===== config.mk =====
export PLATFORM = sky130hd
export DESIGN_NAME = fpt_index_decode_flat
export DESIGN_NICKNAME = d
export VERILOG_FILES = /design/src/source/fpt_pkg.sv /design/src/source/fpt_lookup_if.sv /design/src/source/fpt_index_decode.sv /design/src/flat_wrapper.sv
export VERILOG_INCLUDE_DIRS = /design/src /design/src/source
export SDC_FILE = /design/constraint.sdc
export NUM_CORES = 1
export LEC_CHECK = 0
export BUFFER_PORTS_ARGS = -buffer_cell sky130_fd_sc_hd__buf_2
export CAP_MARGIN = 10
export CORE_MARGIN = 4
export CORE_UTILIZATION = 49
export CTS_BUF_LIST = sky130_fd_sc_hd__clkbuf_16
export CTS_CLUSTER_SIZE = 8
export DETAILED_ROUTE_END_ITERATION = 16
export GPL_TIMING_DRIVEN = 0
export HOLD_SLACK_MARGIN = 0.15
export PLACE_DENSITY_LB_ADDON = 0.15
export SETUP_SLACK_MARGIN = 0.4
export SYNTH_ARGS = -nofsm -noshare
export SYNTH_HDL_FRONTEND = slang
export SYNTH_SLANG_ARGS = --single-unit
export TNS_END_PERCENT = 1

===== constraint.sdc =====
create_clock -name clk -period 4.6 [get_ports clk]
set_clock_uncertainty 0.05 [all_clocks]
set_input_delay 0.69 -clock clk [delete_from_list [all_inputs] [get_ports clk]]
set_output_delay 0.69 -clock clk [all_outputs]
set_load 0.01 [all_outputs]

===== src/source/fpt_consts.svh =====
`ifndef FPT_CONSTS_SVH
`define FPT_CONSTS_SVH

// ####################
// Operand format
// ####################

// Tag 67:66, exponent 65:54, mantissa 53:0
`define FPT_WORD_W      68
`define FPT_EXP_W       12
`define FPT_EXP_LSB     54
`define FPT_MANT_MSB    53
`define FPT_SIGN_BIT    64

// ####################
// Seed table
// ####################

`define FPT_TABLE_DEPTH 512
`define FPT_ADDR_W      9
`define FPT_CODE_W      6

// Exponent window bases, one per operation group
`define FPT_RECIP_BASE  2040
`define FPT_RSQRT_BASE  2041
`define FPT_EXP_BASE    2045

// Highest exponent offset inside a window
`define FPT_WIN_MAX     6

// ####################
// Truncation field
// ####################

`define FPT_FIELD_LSB   47
`define FPT_MASK_W      7

`endif


===== src/source/fpt_pkg.sv =====
`include "fpt_consts.svh"

package fpt_pkg;

  // ####################
  // Vector types
  // ####################

  typedef logic [`FPT_WORD_W-1:0] fpt_word_t;
  typedef logic [`FPT_EXP_W-1:0]  fpt_exp_t;
  typedef logic [`FPT_ADDR_W-1:0] fpt_addr_t;
  typedef logic [`FPT_CODE_W-1:0] fpt_code_t;
  typedef logic [`FPT_MASK_W-1:0] fpt_mask_t;

  // ####################
  // Operations
  // ####################

  // Five table reads, then three field masks
  typedef enum logic [2:0] {
    OP_RECIP    = 3'd0,
    OP_RSQRT    = 3'd1,
    OP_EXP2     = 3'd2,
    OP_LOG2     = 3'd3,
    OP_EXP2_HI  = 3'd4,
    OP_TRUNC1   = 3'd5,
    OP_TRUNC2   = 3'd6,
    OP_TRUNC_HI = 3'd7
  } fpt_op_t;

  // True for the ops that return a table seed
  function automatic logic fpt_is_table(fpt_op_t op);
    logic result;
    result = (op inside {OP_RECIP, OP_RSQRT, OP_EXP2, OP_LOG2, OP_EXP2_HI});
    return result;
  endfunction

endpackage


===== src/source/fpt_lookup_if.sv =====
`include "fpt_consts.svh"

interface fpt_lookup_if;
  import fpt_pkg::*;

  // One decoded request, one cycle after the read strobe
  logic      valid;
  logic      is_table;
  fpt_addr_t addr;
  fpt_mask_t mask;
  logic      sign_fix;
  fpt_word_t operand;

  // Producer side
  modport dec (
    output valid,
    output is_table,
    output addr,
    output mask,
    output sign_fix,
    output operand
  );

  // Consumer side
  modport res (
    input valid,
    input is_table,
    input addr,
    input mask,
    input sign_fix,
    input operand
  );

endinterface


===== src/source/fpt_index_decode.sv =====
`include "fpt_consts.svh"

module fpt_index_decode (
  input  logic               clk,
  input  logic               reset,
  input  logic               rd,
  input  fpt_pkg::fpt_op_t   op,
  input  fpt_pkg::fpt_word_t a,
  fpt_lookup_if.dec          req
);
  import fpt_pkg::*;

  logic [2:0]              op_bits;
  fpt_exp_t                exp_in;
  fpt_exp_t                base;
  fpt_exp_t                d;
  logic                    in_window;
  logic                    d_active;
  logic                    is_table;
  logic [2:0]              lead_shift;
  logic [`FPT_CODE_W-2:0]  lead_bits;
  logic                    code_top;
  fpt_code_t               code;
  logic [1:0]              sub_slot;
  logic                    bank;
  fpt_addr_t               index;
  fpt_mask_t               ones;
  fpt_mask_t               mask;
  logic                    sign_fix;

  assign op_bits = op;
  assign exp_in  = a[`FPT_EXP_LSB +: `FPT_EXP_W];

  // ####################
  // Exponent window
  // ####################

  always_comb begin
    case (op)
      OP_RECIP,
      OP_TRUNC1,
      OP_TRUNC2: base = fpt_exp_t'(`FPT_RECIP_BASE);
      OP_RSQRT:  base = fpt_exp_t'(`FPT_RSQRT_BASE);
      default:   base = fpt_exp_t'(`FPT_EXP_BASE);
    endcase
  end

  // Below the base wraps to a large value and falls out of the window
  assign d         = exp_in - base;
  assign in_window = (d <= fpt_exp_t'(`FPT_WIN_MAX));
  assign d_active  = in_window && (d != '0);

  // ####################
  // Segment code and index
  // ####################

  assign is_table = fpt_is_table(op);

  // Top d-1 mantissa bits, right aligned
  assign lead_shift = 3'(`FPT_WIN_MAX) - d[2:0];
  assign lead_bits  = a[`FPT_MANT_MSB -: (`FPT_CODE_W - 1)] >> lead_shift;

  // Exponent parity takes the top code bit for rsqrt
  assign code_top = (op == OP_RSQRT) ? a[`FPT_EXP_LSB] : 1'b1;

  always_comb begin
    if (is_table && d_active) begin
      code = {code_top, lead_bits};
    end else begin
      code = '0;
    end
  end

  assign bank     = (op == OP_EXP2_HI);
  assign sub_slot = (is_table && !bank) ? op_bits[1:0] : 2'b00;

  // bank * 256 + code * 4 + sub_slot
  assign index = {bank, code, sub_slot};

  // ####################
  // Field mask
  // ####################

  assign ones = d_active ? fpt_mask_t'((8'd1 << d[2:0]) - 8'd1) : '0;

  always_comb begin
    case (op)
      OP_TRUNC1,
      OP_TRUNC_HI: mask = ones << 1;
      OP_TRUNC2:   mask = ones << 2;
      default:     mask = '0;
    endcase
  end

  assign sign_fix = (op == OP_RECIP) || (op == OP_EXP2);

  // ####################
  // Request register
  // ####################

  always_ff @(posedge clk) begin
    if (reset) begin
      req.valid <= 1'b0;
    end else begin
      req.valid <= rd;
    end
  end

  always_ff @(posedge clk) begin
    if (rd) begin
      req.is_table <= is_table;
      req.addr     <= index;
      req.mask     <= mask;
      req.sign_fix <= sign_fix;
      req.operand  <= a;
    end
  end

endmodule


===== src/flat_wrapper.sv =====
// flat-port wrapper written by rule: the top's interface ports become plain ports
module fpt_index_decode_flat import fpt_pkg::*;
  (clk, reset, rd, op, a, req_valid, req_is_table, req_addr, req_mask, req_sign_fix, req_operand);
  fpt_lookup_if req_i ();
  input  logic clk;
  input  logic reset;
  input  logic rd;
  input  fpt_pkg::fpt_op_t op;
  input  fpt_pkg::fpt_word_t a;
  output wire logic [$bits(req_i.valid)-1:0] req_valid;
  output wire logic [$bits(req_i.is_table)-1:0] req_is_table;
  output wire logic [$bits(req_i.addr)-1:0] req_addr;
  output wire logic [$bits(req_i.mask)-1:0] req_mask;
  output wire logic [$bits(req_i.sign_fix)-1:0] req_sign_fix;
  output wire logic [$bits(req_i.operand)-1:0] req_operand;
  assign req_valid = req_i.valid;
  assign req_is_table = req_i.is_table;
  assign req_addr = req_i.addr;
  assign req_mask = req_i.mask;
  assign req_sign_fix = req_i.sign_fix;
  assign req_operand = req_i.operand;
  fpt_index_decode u_core (.clk(clk), .reset(reset), .rd(rd), .op(op), .a(a), .req(req_i));
endmodule

* Word-level counts from Yosys, hierarchy flattened *
Cells that the tools add are included.

storage, ports and cells
  flip-flop bits (word level) = 87
  input bits = 74
  word-level logic and storage cells = 35

operators by class
  $add $sub $neg = 3
  order comparisons = 1
  eq/ne operators = 7
  shift operators = 2
  muxes and demuxes = 4
  reductions and logical operators = 10

operators with widths
  cell                 number
  $pmux 7 s2           1
  $eq 3x3->1 const B   4
  $le 12x3->1 const B  1
  $reduce_bool 12->1   1
  $sub 12x11->12       1
  $eq 3x2->1 const B   2
  $mux 6               1
  $pmux 3 s2           1
  $shl 1x3->6 const A  1
  $sub 6x1->6 const B  1
  $reduce_bool 5->1    1
  $shr 5x3->5          1
  $eq 3x1->1 const B   1
  $logic_and 1x1->1    3
  $logic_not 3->1      1
  $reduce_or 3->1      1
  $sub 3x3->3 const A  1
  $reduce_or 2->1      1
  $logic_not 1->1      1
  $logic_or 1x1->1     1
  $mux 1               1

* Longest topological paths before layout *
  word-level depth = 8
  gate-level depth with buffers = 14
  mapped depth without buffers = 13

* Worst setup path before layout *
OpenSTA, ideal clock, no wires.

  kind = input -> register
  from = input op[2]
  to = register u_core.req.mask[6] (data pin)
  library setup time = 253 ps
  arrival = 2,729 ps
  setup slack = 1,568 ps
  stages = 14
  buffers on the path = 1
  path through = nor2b_1 nor3_1 a21oi_1 ha_1 clkbuf_1 inv_1 ha_1 nand2_1 ha_1 xnor2_1 nor2_1 a31oi_1 o22a_1 nor2_1

on the way
  longest elaborated chain between the ends = 8

ends and longest elaborated chain
  what                                              RTL line                                        RTL
  start, declared                                   flat_wrapper.sv:8                               input fpt_pkg::fpt_op_t op;
  $eq 3x3->1 or $logic_not 3->1 (tied branches)     fpt_index_decode.sv:39, fpt_index_decode.sv:87
  $reduce_or 3->1                                   fpt_index_decode.sv:39                          case (op)
  $pmux 3 s2                                        fpt_index_decode.sv:39
  $sub 12x11->12                                    fpt_index_decode.sv:49                          assign d = exp_in - base;
  $le 12x3->1, or another cell as far along         fpt_index_decode.sv:50                          assign in_window = (d <= fpt_exp_t'(`FPT_WIN_MAX));
  $logic_and 1x1->1 or $sub 6x1->6 (tied branches)  fpt_index_decode.sv:51, fpt_index_decode.sv:84
  $mux 6                                            fpt_index_decode.sv:84                          assign ones = d_active ? fpt_mask_t'((8'd1 << d[2:0]) - 8'd1) : '0;
  $pmux 7 s2 *                                      fpt_index_decode.sv:87                          case (op)
  end, declared                                     fpt_lookup_if.sv:19                             output mask,

Mark *: on every way between the ends. The rest lies on a longest branch, timed or not.
A chain may end at the register's enable or synchronous reset.

* Final worst setup path *
Ends and elaborated chain as after synthesis.

==> results.md <==
- NumNets Final: 440
- Fmax: 317 MHz
- Initial DRC count: 69
- Postcts setup bufs: 0
- TritonRoute pass-1 iters: 4
- Clock-pin slew on the worst setup and hold paths: 60 ps
- Multi-input logic area: 634 um2
- Detail Route Antenna Nets: 0
- Final Hold Viols: 0
- Layout fillers: 439
- FFs w/ async S/R, synth: 0%
- EDFF count, synth: 85
- Synth top area cells: edfxtp_1 78%, ha_1 3.5%, nor2_1 1.8%, a21oi_1 1.2%, nor2b_1 1.2%
- Primary FF master, synth: edfxtp_1
- Via/cell ratio: 4.98
- Largest net degree at the start of global routing: 74
- Final setup fails: 0
- Initial antenna violation count: 0
- Power Dens Cells: 425 nW/um2
- CORE AREA: 6420 um2
- Sequential cell area fraction in the yosys report: 78.8%
- RD Place Congestion: 0.766
- Vias in the first global route: 2118
- Starting Density: 50.8%
- Synthesized cell area: 3260 um2
- Clk buf depth: 2
- Synth Net Count: 269
- Dpl hpwl: 5590 um
- Max rail drop VDD: 0.000270 V
- Max Cap Viol: 0
- WL final: 7330 um
- Crit share post-route: 68.6%
- Residual DRC: 0
- Crit. End Element: register
- TritonCTS clock tree: yes
- Num ports: 161
- Global-route wire length before repair: 10400 um
- FP Rows: 29
- Hold Path Class: primary input to register
- WS Path Type: primary input to register
- Fraction of layout cells with a size suffix above 1: 50.6%
- Slew Viols, Final: 0
- Drt wl/cell: 16.7 um
- Min cycle time layout: 3160 ps
- Met2 Track Usage GR: 30.5%
- CTS root buffer: clkbuf_16
- Clock sinks: 86
- GRT Overall Usage: 17.9%
- Die Ht: 89.6 um
- Post-cts resize count: 0
- Synth-to-Final Area Change: 37.1%
- Unique cell type count in the Yosys netlist: 34
- Post-synth top area share: 78.2%
- Vias: 2188
- Cells after Synth: 186
- Status: complete, no violations
- Met1 Use GR: 21.1%
- GRT busiest layer: met2
- Power, Total: 1.90 mW
- Met3 Use GR: 4.11%
- Register Area: 2570 um2
- Setup crit start kind: primary input
- Yosys reg bits: 86
- Area leader, netlist: edfxtp_1
- Required @ worst endpoint: 4630 ps
- Syn Area/Cell: 17.5 um2
- RSZ-0062 raised after global routing: no
- Grt total ovfl: 0
- CTS Buf Count: 9
- Setup TNS: 0 ps
- Die area: 8030 um2
- Leak pwr: 1.90 nW
- CP Max Fanout: 7
- Worst endpoint data arrival time: 3190 ps
- Worst setup path end: u_core.req.mask[6]$_SDFFCE_PN0P_
- Die W: 89.6 um
- Final hold slack: 470 ps
- Crit. Startpoint: op[2]
- Yosys warning total: 0
- Number of H-tree levels: 3
- Hold buffers post-CTS: 0
- ANT cells: 0
- IO buf count: 159
-- critical path, stage by stage --
cell,delay [ps]
buf_2,140
nor2b_1,150
nor3_1,200
a21oi_1,70
ha_1,320
clkbuf_1,270
inv_1,180
ha_1,280
nand2_1,80
ha_1,220
xnor2_1,140
nor2_1,50
a31oi_1,180
o22a_1,170
nor2_1,40
-- cells by family after synthesis --
logic type | count (synthesis) | synth area share, %
adders and majority gates | 9 | 3.45
muxes | 4 | 1.65
buffers and inverters | 11 | 1.73
DFF | 86 | 78.8
and+or+nand+nor | 46 | 7.52
AOI/OAI and AO/OA | 22 | 4.83
other | 1 | 0.115
xor gates and xnor gates | 7 | 1.88
-- layer usage --
layer / share of wire (%) / wire length, um
met5: 0 / 0
met4: 2.7 / 197
met3: 7.5 / 553
met2: 51 / 3720
met1: 39 / 2860
-- registers in the layout, indices dropped and copies added, names as in the netlist --
| register | count |
|---|---|
| u_core.req.operand | 68 |
| u_core.req.addr | 9 |
| u_core.req.mask | 6 |
| u_core.req.is_table | 1 |
| u_core.req.sign_fix | 1 |
| u_core.req.valid | 1 |
-- power by group --
group	internal, mW	total (mW)	switching (mW)
registers	0.927	0.940	0.0122
clock network	0.414	0.689	0.274
logic	0.118	0.274	0.156
total	1.46	1.90	0.442
-- how the worst min path moves through the flow --
stage / startpoint / end / cells after the start / slack, ps
after floorplan: reset / u_core.req.valid$_SDFF_PP0_ / 1 / 710
after detailed placement: reset / u_core.req.valid$_SDFF_PP0_ / 2 / 810
final: reset / u_core.req.valid$_SDFF_PP0_ / 2 / 470
after global placement: reset / u_core.req.valid$_SDFF_PP0_ / 2 / 800
after CTS: reset / u_core.req.valid$_SDFF_PP0_ / 2 / 460
after global routing: reset / u_core.req.valid$_SDFF_PP0_ / 2 / 460
-- layout make-up --
cell class                 count  share of cell area (%)
tap                           77                    2.15
buffer                         5                   0.755
timing repair buffer         160                    18.5
clock buffer                   9                    5.03
multi-input combinational     89                    14.2
clock inverter                 7                    1.40
sequential                    86                    57.5
inverter                       6                   0.503
-- through the flow --
stage | utilization (%) | std cells | cell area, um2 | setup WS, ps
3_5_place_dp | 65.2 | 423 | 4190 | 1130
6_report | 69.6 | 439 | 4470 | 1440
3_3_place_gp | 64.7 | 422 | 4160 | 1190
4_1_cts | 69.6 | 439 | 4470 | 1430
2_1_floorplan | - | 186 | 3260 | 1570
5_1_grt | 69.6 | 439 | 4470 | 1190
-- synthesized netlist by cell type (all sizes together), types with 3 or more instances --
master,count
o22a,4
buf,3
o21a,3
xor2,3
edfxtp,85
nor2b,6
xnor2,4
nor3,7
a21oi,8
inv,6
nor2,16
nand2,8
ha,9
-- placed cells by master (no fill, tap or decap), types with 2 or more instances in the layout --
| cell | synthesis | routed |
|---|---|---|
| o21ai_0 | 2 | 2 |
| clkbuf_1 | 2 | 2 |
| xnor2_1 | 4 | 4 |
| nand2_1 | 8 | 8 |
| xor2_1 | 3 | 3 |
| mux2i_1 | 2 | 2 |
| nor3_1 | 4 | 4 |
| ha_1 | 9 | 9 |
| buf_2 | 0 | 158 |
| inv_1 | 6 | 9 |
| a21oi_1 | 8 | 8 |
| buf_4 | 2 | 3 |
| o22a_1 | 4 | 4 |
| nand4b_1 | 2 | 2 |
| nor2_1 | 16 | 16 |
| clkbuf_16 | 0 | 9 |
| nor3_2 | 3 | 3 |
| edfxtp_1 | 85 | 85 |
| o21a_1 | 3 | 3 |
| nor4b_1 | 2 | 2 |
| nor2b_1 | 6 | 6 |
(Power assumes the default switching activity.)
