File: config.mk
export PLATFORM = sky130hd
export DESIGN_NAME = fpt_result_stage_flat
export DESIGN_NICKNAME = d
export VERILOG_FILES = /design/src/source/fpt_pkg.sv /design/src/source/fpt_lookup_if.sv /design/src/source/fpt_result_stage.sv /design/src/flat_wrapper.sv
export VERILOG_INCLUDE_DIRS = /design/src /design/src/source
export SDC_FILE = /design/constraint.sdc
export NUM_CORES = 1
export LEC_CHECK = 0
export BUFFER_PORTS_ARGS = -buffer_cell sky130_fd_sc_hd__clkbuf_2
export CAP_MARGIN = 40
export CORE_MARGIN = 8
export CORE_UTILIZATION = 42
export CTS_CLUSTER_DIAMETER = 120
export DETAILED_ROUTE_END_ITERATION = 6
export PLACE_DENSITY = 0.8
export SYNTH_ARGS = -nofsm -noshare
export SYNTH_HDL_FRONTEND = slang
export SYNTH_SLANG_ARGS = --single-unit
export TNS_END_PERCENT = 10
File: constraint.sdc
create_clock -name clk -period 1.16 [get_ports clk]
set_input_delay 0.116 -clock clk [delete_from_list [all_inputs] [get_ports clk]]
set_output_delay 0.116 -clock clk [all_outputs]
set_load 0.03 [all_outputs]
File: src/source/fpt_consts.svh
`ifndef FPT_CONSTS_SVH
`define FPT_CONSTS_SVH

// ####################
// Operand format
// ####################

// Tag 67:66, exponent 65:54, mantissa 53:0
`define FPT_WORD_W      68
`define FPT_EXP_W       12
`define FPT_EXP_LSB     54
`define FPT_MANT_MSB    53
`define FPT_SIGN_BIT    64

// ####################
// Seed table
// ####################

`define FPT_TABLE_DEPTH 512
`define FPT_ADDR_W      9
`define FPT_CODE_W      6

// Exponent window bases, one per operation group
`define FPT_RECIP_BASE  2040
`define FPT_RSQRT_BASE  2041
`define FPT_EXP_BASE    2045

// Highest exponent offset inside a window
`define FPT_WIN_MAX     6

// ####################
// Truncation field
// ####################

`define FPT_FIELD_LSB   47
`define FPT_MASK_W      7

`endif

File: src/source/fpt_pkg.sv
`include "fpt_consts.svh"

package fpt_pkg;

  // ####################
  // Vector types
  // ####################

  typedef logic [`FPT_WORD_W-1:0] fpt_word_t;
  typedef logic [`FPT_EXP_W-1:0]  fpt_exp_t;
  typedef logic [`FPT_ADDR_W-1:0] fpt_addr_t;
  typedef logic [`FPT_CODE_W-1:0] fpt_code_t;
  typedef logic [`FPT_MASK_W-1:0] fpt_mask_t;

  // ####################
  // Operations
  // ####################

  // Five table reads, then three field masks
  typedef enum logic [2:0] {
    OP_RECIP    = 3'd0,
    OP_RSQRT    = 3'd1,
    OP_EXP2     = 3'd2,
    OP_LOG2     = 3'd3,
    OP_EXP2_HI  = 3'd4,
    OP_TRUNC1   = 3'd5,
    OP_TRUNC2   = 3'd6,
    OP_TRUNC_HI = 3'd7
  } fpt_op_t;

  // True for the ops that return a table seed
  function automatic logic fpt_is_table(fpt_op_t op);
    logic result;
    result = (op inside {OP_RECIP, OP_RSQRT, OP_EXP2, OP_LOG2, OP_EXP2_HI});
    return result;
  endfunction

endpackage

File: src/source/fpt_lookup_if.sv
`include "fpt_consts.svh"

interface fpt_lookup_if;
  import fpt_pkg::*;

  // One decoded request, one cycle after the read strobe
  logic      valid;
  logic      is_table;
  fpt_addr_t addr;
  fpt_mask_t mask;
  logic      sign_fix;
  fpt_word_t operand;

  // Producer side
  modport dec (
    output valid,
    output is_table,
    output addr,
    output mask,
    output sign_fix,
    output operand
  );

  // Consumer side
  modport res (
    input valid,
    input is_table,
    input addr,
    input mask,
    input sign_fix,
    input operand
  );

endinterface

File: src/source/fpt_result_stage.sv
`include "fpt_consts.svh"

module fpt_result_stage (
  input  logic               clk,
  input  logic               reset,
  fpt_lookup_if.res          req,
  input  fpt_pkg::fpt_word_t seed,
  output fpt_pkg::fpt_word_t res,
  output logic               res_valid
);
  import fpt_pkg::*;

  logic      pend_valid;
  logic      pend_table;
  logic      pend_flip;
  fpt_mask_t pend_field;
  fpt_word_t flip_word;
  fpt_word_t seed_fixed;
  fpt_word_t trunc_word;
  fpt_word_t res_next;

  // ####################
  // Align with RAM data
  // ####################

  always_ff @(posedge clk) begin
    if (reset) begin
      pend_valid <= 1'b0;
    end else begin
      pend_valid <= req.valid;
    end
  end

  // Only the sign bit and the kept field survive past here
  always_ff @(posedge clk) begin
    pend_table <= req.is_table;
    pend_flip  <= req.sign_fix & req.operand[`FPT_SIGN_BIT];
    pend_field <= req.operand[`FPT_FIELD_LSB +: `FPT_MASK_W] & req.mask;
  end

  // ####################
  // Result select
  // ####################

  always_comb begin
    flip_word = '0;
    flip_word[`FPT_SIGN_BIT] = pend_flip;
    seed_fixed = seed ^ flip_word;

    trunc_word = '0;
    trunc_word[`FPT_FIELD_LSB +: `FPT_MASK_W] = pend_field;

    res_next = pend_table ? seed_fixed : trunc_word;
  end

  always_ff @(posedge clk) begin
    if (reset) begin
      res       <= '0;
      res_valid <= 1'b0;
    end else begin
      res_valid <= pend_valid;
      if (pend_valid) begin
        res <= res_next;
      end
    end
  end

endmodule

File: src/flat_wrapper.sv
// flat-port wrapper written by rule: the top's interface ports become plain ports
module fpt_result_stage_flat import fpt_pkg::*;
  (clk, reset, seed, res, res_valid, req_valid, req_is_table, req_addr, req_mask, req_sign_fix, req_operand);
  fpt_lookup_if req_i ();
  input  logic clk;
  input  logic reset;
  input  fpt_pkg::fpt_word_t seed;
  output fpt_pkg::fpt_word_t res;
  output logic res_valid;
  input wire logic [$bits(req_i.valid)-1:0] req_valid;
  input wire logic [$bits(req_i.is_table)-1:0] req_is_table;
  input wire logic [$bits(req_i.addr)-1:0] req_addr;
  input wire logic [$bits(req_i.mask)-1:0] req_mask;
  input wire logic [$bits(req_i.sign_fix)-1:0] req_sign_fix;
  input wire logic [$bits(req_i.operand)-1:0] req_operand;
  assign req_i.valid = req_valid;
  assign req_i.is_table = req_is_table;
  assign req_i.addr = req_addr;
  assign req_i.mask = req_mask;
  assign req_i.sign_fix = req_sign_fix;
  assign req_i.operand = req_operand;
  fpt_result_stage u_core (.clk(clk), .reset(reset), .req(req_i), .seed(seed), .res(res), .res_valid(res_valid));
endmodule
# Yosys cells after proc, flatten, opt, wreduce, memory -nomap -nowiden
# Index checks and enable logic that the tools add are counted.
[word_totals]
ff_bits = 79
inputBits = 157
elab_cells = 10
[op_classes]
muxes = 1
bitwise_logic = 3
[op_table]
columns = ["cell", "n"]
rows = [
  ["$mux 68", 1],
  ["$xor 68x65->68", 1],
  ["$and 7x7->7", 1],
  ["$and 1x1->1", 1],
]

# Longest topological paths before layout
# Gate-level depths: netlist (run 1).
[depth]
word_depth = 2
depth_mapped = 5
ltp_nobuf = 2

# Worst setup path after synthesis (run 1)
# OpenSTA, ideal clock, no wires.
[synth_path]
path_kind = "reg-to-reg"
start = "register u_core.res[64] (netlist name)"
end = "register u_core.res[64]"
t_required_ns = 1.073
setup_slack_ns = 0.173
t_arrival_ns = 0.900
stages_incl_launch_ff = 3
cell_sequence = "dfxtp_1 or3b_1 o31ai_1"
[synth_rtl]
columns = ["item", "line_no", "text"]
rows = [
  ["end signal, assigned", "fpt_result_stage.sv:63", "res <= res_next;"],
  ["end, declared", "fpt_result_stage.sv:8", "output fpt_pkg::fpt_word_t res,"],
]

# Worst setup path after layout (run 1)
[layout_path]
start = "register u_core.pend_table"
end = "register u_core.res[50]"
[layout_between]
elab_chain_len = 1
[layout_lines]
columns = ["item", "line_no", "text"]
rows = [
  ["start, declared", "fpt_result_stage.sv:14", "logic pend_table;"],
  ["start signal, assigned", "fpt_result_stage.sv:36", "pend_table <= req.is_table;"],
  ["$mux 68", "fpt_result_stage.sv:53", "res_next = pend_table ? seed_fixed : trunc_word;"],
]
# No other way between the ends.
# A chain may end at the register's enable or synchronous reset.

==> summary.txt, run 1 <==
Floorplan
  • IO Count: 226
  • Starting density of the core: 43.5%
  • Die area: 11,200 um^2
  • Die height: 106 um
  • Die span in x: 106 um
  • CORE AREA: 7770 um^2
  • Row count: 32

Layout
  • Finished Core Util: 62.5%
  • Synth-to-Final Area Change: 43.7%
  • Area of the multi-input gates: 1570 um^2
  • Layout fillers: 667
  • Antenna diode instance count: 0
  • Final instance area: 4860 um^2
  • Net count reported at finish: 671
  • Register area: 1590 um^2
  • Layout cells sized above 1: 51.1%

Power
  • NetSw: 1.66 mW
  • Pleak: 2.00 nW
  • Pint: 4.37 mW
  • Clock share of power: 36.5%
  • Comb power frac: 15.8%
  • VDD IR max: 0.901 mV
  • Sequential power share: 47.7%
  • Sw frac: 27.5%
  • PwrDens: 1240 nW/um^2
  • Power, Total: 6.02 mW

Timing
  • Relative slew slack: 77.8%
  • TNS Setup: 0 ps
  • RSZ-0062 raised after global routing: no
  • Max-slew violation count: 0
  • Period utilisation layout: 94.5%
  • Worst slew pin tran: 333 ps
  • Final Hold Slack: 12.9 ps
  • Layout Skew: 19.4 ps
  • Fin. Hold Viols: 0
  • Min Tclk post-route: 1100 ps
  • Final setup violation count: 0
  • Fmax: 913 MHz

Clock tree
  • H-tree levels: 3
  • CTS Buf Count: 9
  • CTS Buffer Depth: 2
  • Worst-path clk slew: 100 ps
  • CTS tree: built
  • CTS Sinks: 79
  • Setup Buffers After CTS: 0
  • Later-pin clock latency in the skew report: 350 ps
  • Clk root buf: clkbuf_8

Logic synthesis
  • Mapped cell area: 3380 um^2
  • #FFs+latches synth: 79
  • Syn Inst Count: 325
  • Post-synthesis net count: 482
  • Syn avg cell area: 10.4 um^2
  • Yosys cell types: 21
  • YS warnings: 0
  • Register area share after synthesis: 46.8%

Flow run
  • Max cap viols: 0

Worst setup path
  • Worst r2r dst: u_core.res[50]
  • Reg-to-Reg Start: u_core.pend_table
  • Max incr delay on CP: 450 ps
  • Worst Reg-to-Reg Cells: 3
  • Critical Path Source Type: flip-flop
  • Buf+Inv Stages, Crit Path: 1
  • Critical path required time: 1390 ps
  • Worst setup path end: u_core.res[50]
  • CP max-delay cell: dfxtp_4
  • Worst setup path startpoint: u_core.pend_table
  • Critical path type: reg2reg
  • Cell count along the critical path: 3
  • Max FO, Critical Path: 8
  • Crit path cell chain: buf_4 > mux2i_1 > a211oi_1
  • CP endpoint kind: flip-flop
  • Flop2flop setup slack: 60 ps
  • CP top delay family: flip-flops
  • Worst endpoint data arrival time: 1320 ps

Route
  • Drt wl/cell: 15.9 um
  • Antenna viol nets, final: 0
  • Vias: 3,010
  • DRC Markers: 0
  • Total routed wirelength: 9890 um
  • Drt first pass iters: 4
  • Routed vias/inst: 4.85
  • Initial drt markers: 92

Place
  • DP Area: 4210 um^2
  • Hpwl dp: 6480 um
  • PortBufs: 156
  • GPL Wtd Cong: 0.673

Global routing
  • Grt ovf: 0
  • Initial antenna violation count: 0
  • Via count of the first global-routing pass: 3,241
  • Total GRT Usage: 17.3%
  • Pin count of the biggest net entering global routing: 43
  • First-pass GRT wire length: 15,900 um

Hold path
  • Worst min path class: in2reg

Run status
  • Status: complete, no violations
## worst reg2reg max path, cell delays in order (launching register included)
cell and delay, ps:
dfxtp_4 450, buf_4 190, mux2i_1 230, a211oi_1 110
## logic make-up after synthesis
logic type	after synthesis	synth area share (%)
AND/OR/NAND/NOR	139	28.9
flip-flops	79	46.8
AO/OA/AOI/OAI	68	15.1
buffers and inverters	31	6.88
multiplexers	7	2.07
XOR/XNOR	1	0.259
## per-layer routing
metal	wire length (um)	vias up	track usage [%]	part of all wire (%)
met5	0	-	0	0
met4	93	0	6.03	0.94
met3	867	7	7.19	8.8
met2	5060	103	31.0	51
met1	3870	1426	17.6	39
li1	-	1474	-	-
## cell usage in the layout, fill, tap and decap left out, drive strengths merged
master,count
bufinv,1
buf,12
clkinvlp,2
clkbuf,166
dlygate4sd3,40
nand2,1
and2,8
o31ai,1
dlymetal6s4s,2
a21oi,60
dfxtp,79
or3b,1
nand3,60
a211oi,7
mux2i,7
nor2b,2
nand2b,60
xnor2,1
nor2,7
inv,2
## timing repair
item                                    CTS  global route
hold buffers                             41             1
endpoints found under the setup margin    0            12
hold endpoints to repair                 33             1
gates resized for setup                   0             4
## cells in the mapped netlist
master | instances | area, um^2
buf_6 | 2 | 22.5
buf_12 | 1 | 20.0
nand2b_1 | 60 | 375
nor2_1 | 7 | 26.3
nand3_2 | 40 | 400
or3b_1 | 1 | 8.76
a21oi_2 | 40 | 350
dfxtp_1 | 79 | 1580
nand2_1 | 1 | 3.75
a21oi_1 | 20 | 100
buf_2 | 11 | 55.1
buf_8 | 5 | 75.1
mux2i_1 | 7 | 70.1
buf_4 | 4 | 30.0
o31ai_1 | 1 | 7.51
clkbuf_1 | 8 | 30.0
nor2b_1 | 2 | 12.5
a211oi_1 | 7 | 52.6
nand3_1 | 20 | 100
and2_1 | 8 | 50.1
xnor2_1 | 1 | 8.76
## registers in the layout, summed over array words and instances (netlist names)
| signal | cells |
|---|---|
| u_core.pend_field | 7 |
| u_core.pend_flip | 1 |
| u_core.pend_table | 1 |
| u_core.pend_valid | 1 |
| u_core.res | 68 |
| u_core.res_valid | 1 |
## per-stage QoR
stage	std cells	setup WS (ps)
after floorplan	325	173
after global placement	563	121
after detailed placement	563	69.7
after CTS	620	11.0
after global routing	621	4.00
final	621	64.1
## worst min-delay path by stage
stage	from	to	slack, ps	cells after the start
2_1_floorplan	req_is_table	u_core.pend_table	140	0
3_3_place_gp	req_is_table	u_core.pend_table	220	1
3_5_place_dp	req_is_table	u_core.pend_table	220	1
4_1_cts	seed[38]	u_core.res[38]	0.7	3
5_1_grt	seed[63]	u_core.res[63]	-0.3	3
6_report	seed[63]	u_core.res[63]	10	3
## power groups by stage
stage | clock (mW) | combinational, mW | sequential, mW
6_report | 2.20 | 0.953 | 2.87
5_1_grt | 2.36 | 1.02 | 2.89
4_1_cts | 2.24 | 0.943 | 2.87
3_5_place_dp | 0 | 0.832 | 2.93
3_3_place_gp | 0 | 0.808 | 2.93
2_1_floorplan | 0 | 0.388 | 3.08
## layout make-up
class | instances | area share, %
flip-flops and latches | 79 | 32.7
multi-input cells | 215 | 32.2
repair buffers | 209 | 28.0
clock buffers | 11 | 3.12
well taps | 102 | 2.63
clock inverters | 5 | 1.29
Note: power is estimated with default switching activity, not from simulation.
==> run 2: changes to the inputs <==
- CTS_CLUSTER_DIAMETER: 120 -> default
- SETUP_SLACK_MARGIN: default -> 0.15
==> summary.txt, run 2 (same netlist as run 1, synthesis figures left out) <==
Global routing
  • Via count of the first global-routing pass: 3,334 (was 3,241)
  • Initial antenna violation count: 0 (unchanged)
  • First-pass GRT wire length: 16,600 um (was 15,900 um)
  • Total GRT Usage: 18.2% (was 17.3%)
  • Grt ovf: 0 (unchanged)
  • Pin count of the biggest net entering global routing: 35 (was 43)

Layout
  • Net count reported at finish: 684 (was 671)
  • Top Registers: u_core.res: 68 flops, u_core.pend_field: 7 flops (unchanged)
  • Area of the multi-input gates: 1670 um^2 (was 1570 um^2)
  • Finished Core Util: 67.5% (was 62.5%)
  • Antenna diode instance count: 0 (unchanged)
  • Most frequent cells in the layout: clkbuf_2, dfxtp_1, nand2b_1 (unchanged)
  • Synth-to-Final Area Change: 55.1% (was 43.7%)
  • Biggest register: u_core.res (unchanged)
  • Max reg flops: 68 (unchanged)
  • Register area: 1590 um^2 (about the same)
  • Layout cells sized above 1: 55.6% (was 51.1%)
  • Commonest non-fill, non-tap cell in the layout: clkbuf_2 (unchanged)
  • Layout fillers: 620 (was 667)

Route
  • Initial drt markers: 107 (was 92)
  • Routed vias/inst: 4.96 (was 4.85)
  • Drt wl/cell: 17.6 um (was 15.9 um)
  • Drt first pass iters: 4 (unchanged)
  • Vias: 3,145 (was 3,010)
  • DRC Markers: 0 (unchanged)
  • Top sig layer: met4 (unchanged)
  • Detail Route met3 WL: 896 um (was 867 um)
  • Antenna viol nets, final: 0 (unchanged)
  • Total routed wirelength: 11,200 um (was 9890 um)
  • Met1 Routed Length: 4360 um (was 3870 um)
  • Wire length on met2: 5720 um (was 5060 um)

Timing
  • Final setup violation count: 0 (unchanged)
  • Layout Skew: 17.9 ps (was 19.4 ps)
  • RSZ-0062 raised after global routing: yes (was no)
  • Period utilisation layout: 93.1% (was 94.5%)
  • Fin. Hold Viols: 0 (unchanged)
  • Relative slew slack: 75.4% (was 77.8%)
  • Max-slew violation count: 0 (unchanged)
  • TNS Setup: 0 ps (unchanged)
  • Min Tclk post-route: 1080 ps (was 1100 ps)
  • Worst setup margin: 79.5 ps (was 64.1 ps)
  • Fmax: 925 MHz (was 913 MHz)
  • Worst slew pin tran: 369 ps (was 333 ps)

Run status
  • Status: complete, no violations (unchanged)

Floorplan
  • Starting density of the core: 43.5% (unchanged)
  • Die area: 11,200 um^2 (unchanged)
  • Row count: 32 (unchanged)
  • Die span in x: 106 um (unchanged)
  • IO Count: 226 (unchanged)
  • Die height: 106 um (unchanged)
  • CORE AREA: 7770 um^2 (unchanged)

Clock tree
  • CTS tree: built (unchanged)
  • CTS Buffer Depth: 2 (unchanged)
  • Clk root buf: clkbuf_8 (unchanged)
  • CTS Sinks: 79 (unchanged)
  • Worst-path clk slew: 90 ps (was 100 ps)
  • Later-pin clock latency in the skew report: 340 ps (was 350 ps)
  • H-tree levels: 3 (unchanged)
  • CTS Buf Count: 9 (unchanged)

Power
  • PwrDens: 1180 nW/um^2 (was 1240 nW/um^2)
  • Pleak: 2.11 nW (was 2.00 nW)
  • VDD IR max: 0.913 mV (was 0.901 mV)

Worst setup path
  • Critical path required time: 1420 ps (was 1390 ps)
  • CP max-delay cell: dfxtp_4 (unchanged)
  • Max incr delay on CP: 440 ps (was 450 ps)
  • Max FO, Critical Path: 19 (was 8)
  • Critical path type: reg2reg (unchanged)
  • Crit path cell chain: buf_8 > nand3_1 > a21oi_1 (was buf_4 > mux2i_1 > a211oi_1)
  • CP endpoint kind: flip-flop (unchanged)
  • Critical Path Source Type: flip-flop (unchanged)
  • Worst endpoint data arrival time: 1340 ps (was 1320 ps)

Place
  • Setup WS pre-CTS: 69.7 ps (unchanged)
  • PortBufs: 156 (unchanged)
  • GPL Wtd Cong: 0.673 (unchanged)
  • Hpwl dp: 6480 um (unchanged)

Hold path
  • Worst min path class: in2reg (unchanged)

Flow run
  • Max cap viols: 0 (unchanged)
## run 2: per-stage QoR
| stage | total power [mW] | hold slack, ps | instance area (um^2) | cells |
|---|---|---|---|---|
| finish | 6.20 | 18.1 | 5240 | 634 |
| global route | 6.44 | 2.08 | 5240 | 634 |
| CTS | 6.10 | 1.47 | 4960 | 628 |
| detailed placement | 3.77 | 223 | 4210 | 563 |
| global placement | 3.74 | 223 | 4210 | 563 |
| floorplan | 3.47 | 144 | 3380 | 325 |
## run 2: critical path, delay by kind of cell, from the launching register on
kind            cells  cell delay [ps]
compound gates      1              200
buf+inv             1              220
flops               1              440
simple gates        1              140
## run 2: worst paths after layout
path / start / to / slack [ps] / depth (start not counted)
max reg2reg: u_core.pend_table / u_core.res[2] / 80 / 3
min reg2reg: u_core.res[4] / u_core.res[4] / 470 / 2
min: seed[17] / u_core.res[17] / 20 / 3
max: u_core.pend_table / u_core.res[2] / 80 / 3
## run 2: power breakdown
group	internal (mW)	switching, mW
logic	0.539	0.588
registers	2.81	0.0673
clock network	1.13	1.07
## run 2: layout make-up
cell class / instances / share of cell area (%)
multi-input combinational: 215 / 31.8
sequential: 79 / 30.4
timing repair buffer: 222 / 31.3
tap: 102 / 2.43
clock buffer: 11 / 2.89
clock inverter: 5 / 1.19
## run 2: per-layer routing
layer,GRT usage [%],vias to the layer above
li1,-,1507
met1,18.3,1511
met2,32.5,112
met3,7.43,15
met4,7.34,0
met5,0,-
## run 2: what timing repair did
| action | CTS | global route |
|---|---|---|
| hold endpoints to repair | 34 | 0 |
| buffers inserted | 6 | 2 |
| setup endpoints to repair | 119 | 137 |
| gates resized for setup | 10 | 44 |
| hold buffers | 42 | 0 |
| gates cloned | 1 | 4 |
| pin swaps | 0 | 5 |
==> run 3: changes to the inputs <==
- CORE_ASPECT_RATIO: default -> 1.75
==> summary.txt, run 3 (same netlist as run 1, synthesis figures left out) <==
Global routing
  • Pin count of the biggest net entering global routing: 42 (was 35)
  • Via count of the first global-routing pass: 3,057 (was 3,334)
  • Initial antenna violation count: 0 (unchanged)
  • Total GRT Usage: 15.9% (was 18.2%)
  • First-pass GRT wire length: 14,800 um (was 16,600 um)
  • Grt ovf: 0 (unchanged)

Power
  • NetSw: 1.66 mW (was 1.73 mW)
  • Power, Total: 6.55 mW (was 6.20 mW)
  • Pleak: 2.10 nW (was 2.11 nW)
  • Comb power frac: 16.5% (was 18.2%)
  • PwrDens: 1270 nW/um^2 (was 1180 nW/um^2)
  • VDD IR max: 0.993 mV (was 0.913 mV)
  • Sequential power share: 44.0% (was 46.4%)
  • Sw frac: 25.4% (was 27.8%)
  • Pint: 4.89 mW (was 4.48 mW)
  • Clock share of power: 39.5% (was 35.5%)

Clock tree
  • CTS Buf Count: 9 (unchanged)
  • CTS tree: built (unchanged)
  • H-tree levels: 3 (unchanged)
  • CTS Sinks: 79 (unchanged)
  • Worst-path clk slew: 60 ps (was 90 ps)
  • CTS Buffer Depth: 2 (unchanged)
  • Later-pin clock latency in the skew report: 330 ps (was 340 ps)
  • Clk root buf: clkbuf_16 (was clkbuf_8)

Worst setup path
  • Reg-to-Reg Start: u_core.pend_table (unchanged)
  • CP endpoint kind: flip-flop (unchanged)
  • Worst Reg-to-Reg Cells: 3 (unchanged)
  • Worst setup path startpoint: u_core.pend_table (unchanged)
  • Flop2flop setup slack: 110 ps (was 80 ps)
  • Critical Path Source Type: flip-flop (unchanged)
  • Max FO, Critical Path: 12 (was 19)
  • Worst endpoint data arrival time: 1250 ps (was 1340 ps)
  • Worst r2r dst: u_core.res[53] (was u_core.res[2])
  • Worst setup path end: u_core.res[53] (was u_core.res[2])
  • Critical path type: reg2reg (unchanged)
  • Critical path required time: 1370 ps (was 1420 ps)

Floorplan
  • Die area: 11,300 um^2 (was 11,200 um^2)
  • IO Count: 226 (unchanged)
  • Starting density of the core: 43.0% (was 43.5%)
  • CORE AREA: 7860 um^2 (was 7770 um^2)
  • Die height: 135 um (was 106 um)
  • Die span in x: 83.8 um (was 106 um)
  • Row count: 43 (was 32)

Layout
  • Most frequent cells in the layout: clkbuf_2, dfxtp_1, nand2b_1 (unchanged)
  • Top Registers: u_core.res: 68 flops, u_core.pend_field: 7 flops (unchanged)
  • Commonest non-fill, non-tap cell in the layout: clkbuf_2 (unchanged)
  • Net count reported at finish: 660 (was 684)
  • Max reg flops: 68 (unchanged)
  • Layout fillers: 585 (was 620)
  • Antenna diode instance count: 0 (unchanged)
  • Synth-to-Final Area Change: 52.8% (was 55.1%)
  • Layout cells sized above 1: 59.8% (was 55.6%)
  • Area of the multi-input gates: 1720 um^2 (was 1670 um^2)
  • Final instance area: 5160 um^2 (was 5240 um^2)
  • Register area: 1590 um^2 (about the same)
  • Biggest register: u_core.res (unchanged)

Place
  • Setup WS pre-CTS: 108 ps (was 69.7 ps)
  • Hpwl dp: 6500 um (was 6480 um)
  • PortBufs: 156 (unchanged)
  • GPL Wtd Cong: 0.718 (was 0.673)
  • DP Area: 4250 um^2 (was 4210 um^2)

Route
  • Vias: 2,990 (was 3,145)
  • DRC Markers: 0 (unchanged)
  • Antenna viol nets, final: 0 (unchanged)
  • Drt wl/cell: 17.2 um (was 17.6 um)
  • Routed vias/inst: 5.00 (was 4.96)
  • Total routed wirelength: 10,300 um (was 11,200 um)
  • Drt first pass iters: 4 (unchanged)
  • Initial drt markers: 103 (was 107)

Timing
  • TNS Setup: 0 ps (unchanged)
  • Worst slew pin tran: 238 ps (was 369 ps)
  • Fin. Hold Viols: 0 (unchanged)
  • Relative slew slack: 84.1% (was 75.4%)
  • Max-slew violation count: 0 (unchanged)
  • Worst setup margin: 115 ps (was 79.5 ps)
  • Layout Skew: 4.50 ps (was 17.9 ps)
  • Period utilisation layout: 90.1% (was 93.1%)
  • Fmax: 957 MHz (was 925 MHz)
  • Final setup violation count: 0 (unchanged)
  • RSZ-0062 raised after global routing: yes (unchanged)
  • Min Tclk post-route: 1050 ps (was 1080 ps)

Hold path
  • Worst min path class: in2reg (unchanged)

Run status
  • Status: complete, no violations (unchanged)

Flow run
  • Max cap viols: 0 (unchanged)
==> run 3: changes by cell type in the layout (fill, tap and decap cells not counted), sizes merged <==
cell         delta
clkbuf          +4
dlygate4sd3    -25
inv             -2
buf             -1
clkinv          +2
bufinv          -1
clkinvlp        -1
==> run 3: final cells by class <==
cell class,instances,share of cell area (%)
well taps,90,2.18
repair buffers,198,28.3
clock inverters,3,0.339
clock buffers,13,5.04
flip-flops and latches,79,30.8
multi-input cells,215,33.4
==> run 3: critical path: stages, from the launching register on <==
cell      delay (ps)
dfxtp_4          400
buf_12           170
mux2i_2          260
a211oi_2         100
==> run 3: routing by layer <==
layer	up-vias	share of wire (%)	global-route usage (%)
met1	1375	38	17.1
met2	133	50	25.3
li1	1467	-	-
met5	-	0	0
met3	15	9.3	7.66
met4	0	2.6	8.40
==> run 3: timing repair <==
| action | 4_1_cts | 5_1_grt |
|---|---|---|
| endpoints found under the setup margin | 30 | 109 |
| gates cloned | 0 | 10 |
| endpoints found under the hold margin | 10 | 0 |
| buffers inserted | 3 | 1 |
| pin swaps | 0 | 6 |
| gates resized for setup | 0 | 58 |
| hold buffers | 17 | 0 |
==> run 3: stage by stage <==
stage	instances	utilization, %	hold WS, ps
after floorplan	325	-	144
after global placement	551	54.1	220
after detailed placement	551	54.1	221
after CTS	587	60.2	8.16
after global routing	598	65.8	15.6
final	598	65.8	17.8
==> run 3: how the worst min path moves through the flow <==
stage	from	to	slack (ps)	cells after the start
6_report	req_operand[50]	u_core.pend_field[3]	20	2
5_1_grt	req_operand[50]	u_core.pend_field[3]	20	2
4_1_cts	req_operand[50]	u_core.pend_field[3]	8	2
3_5_place_dp	req_is_table	u_core.pend_table	220	1
3_3_place_gp	req_is_table	u_core.pend_table	220	1
2_1_floorplan	req_is_table	u_core.pend_table	140	0
==> run 3: power groups by stage <==
stage / registers, mW / logic, mW / clock network, mW
6_report: 2.88 / 1.08 / 2.59
3_5_place_dp: 2.93 / 0.852 / 0
5_1_grt: 2.89 / 1.15 / 2.77
2_1_floorplan: 3.08 / 0.388 / 0
3_3_place_gp: 2.93 / 0.833 / 0
4_1_cts: 2.87 / 0.924 / 2.65
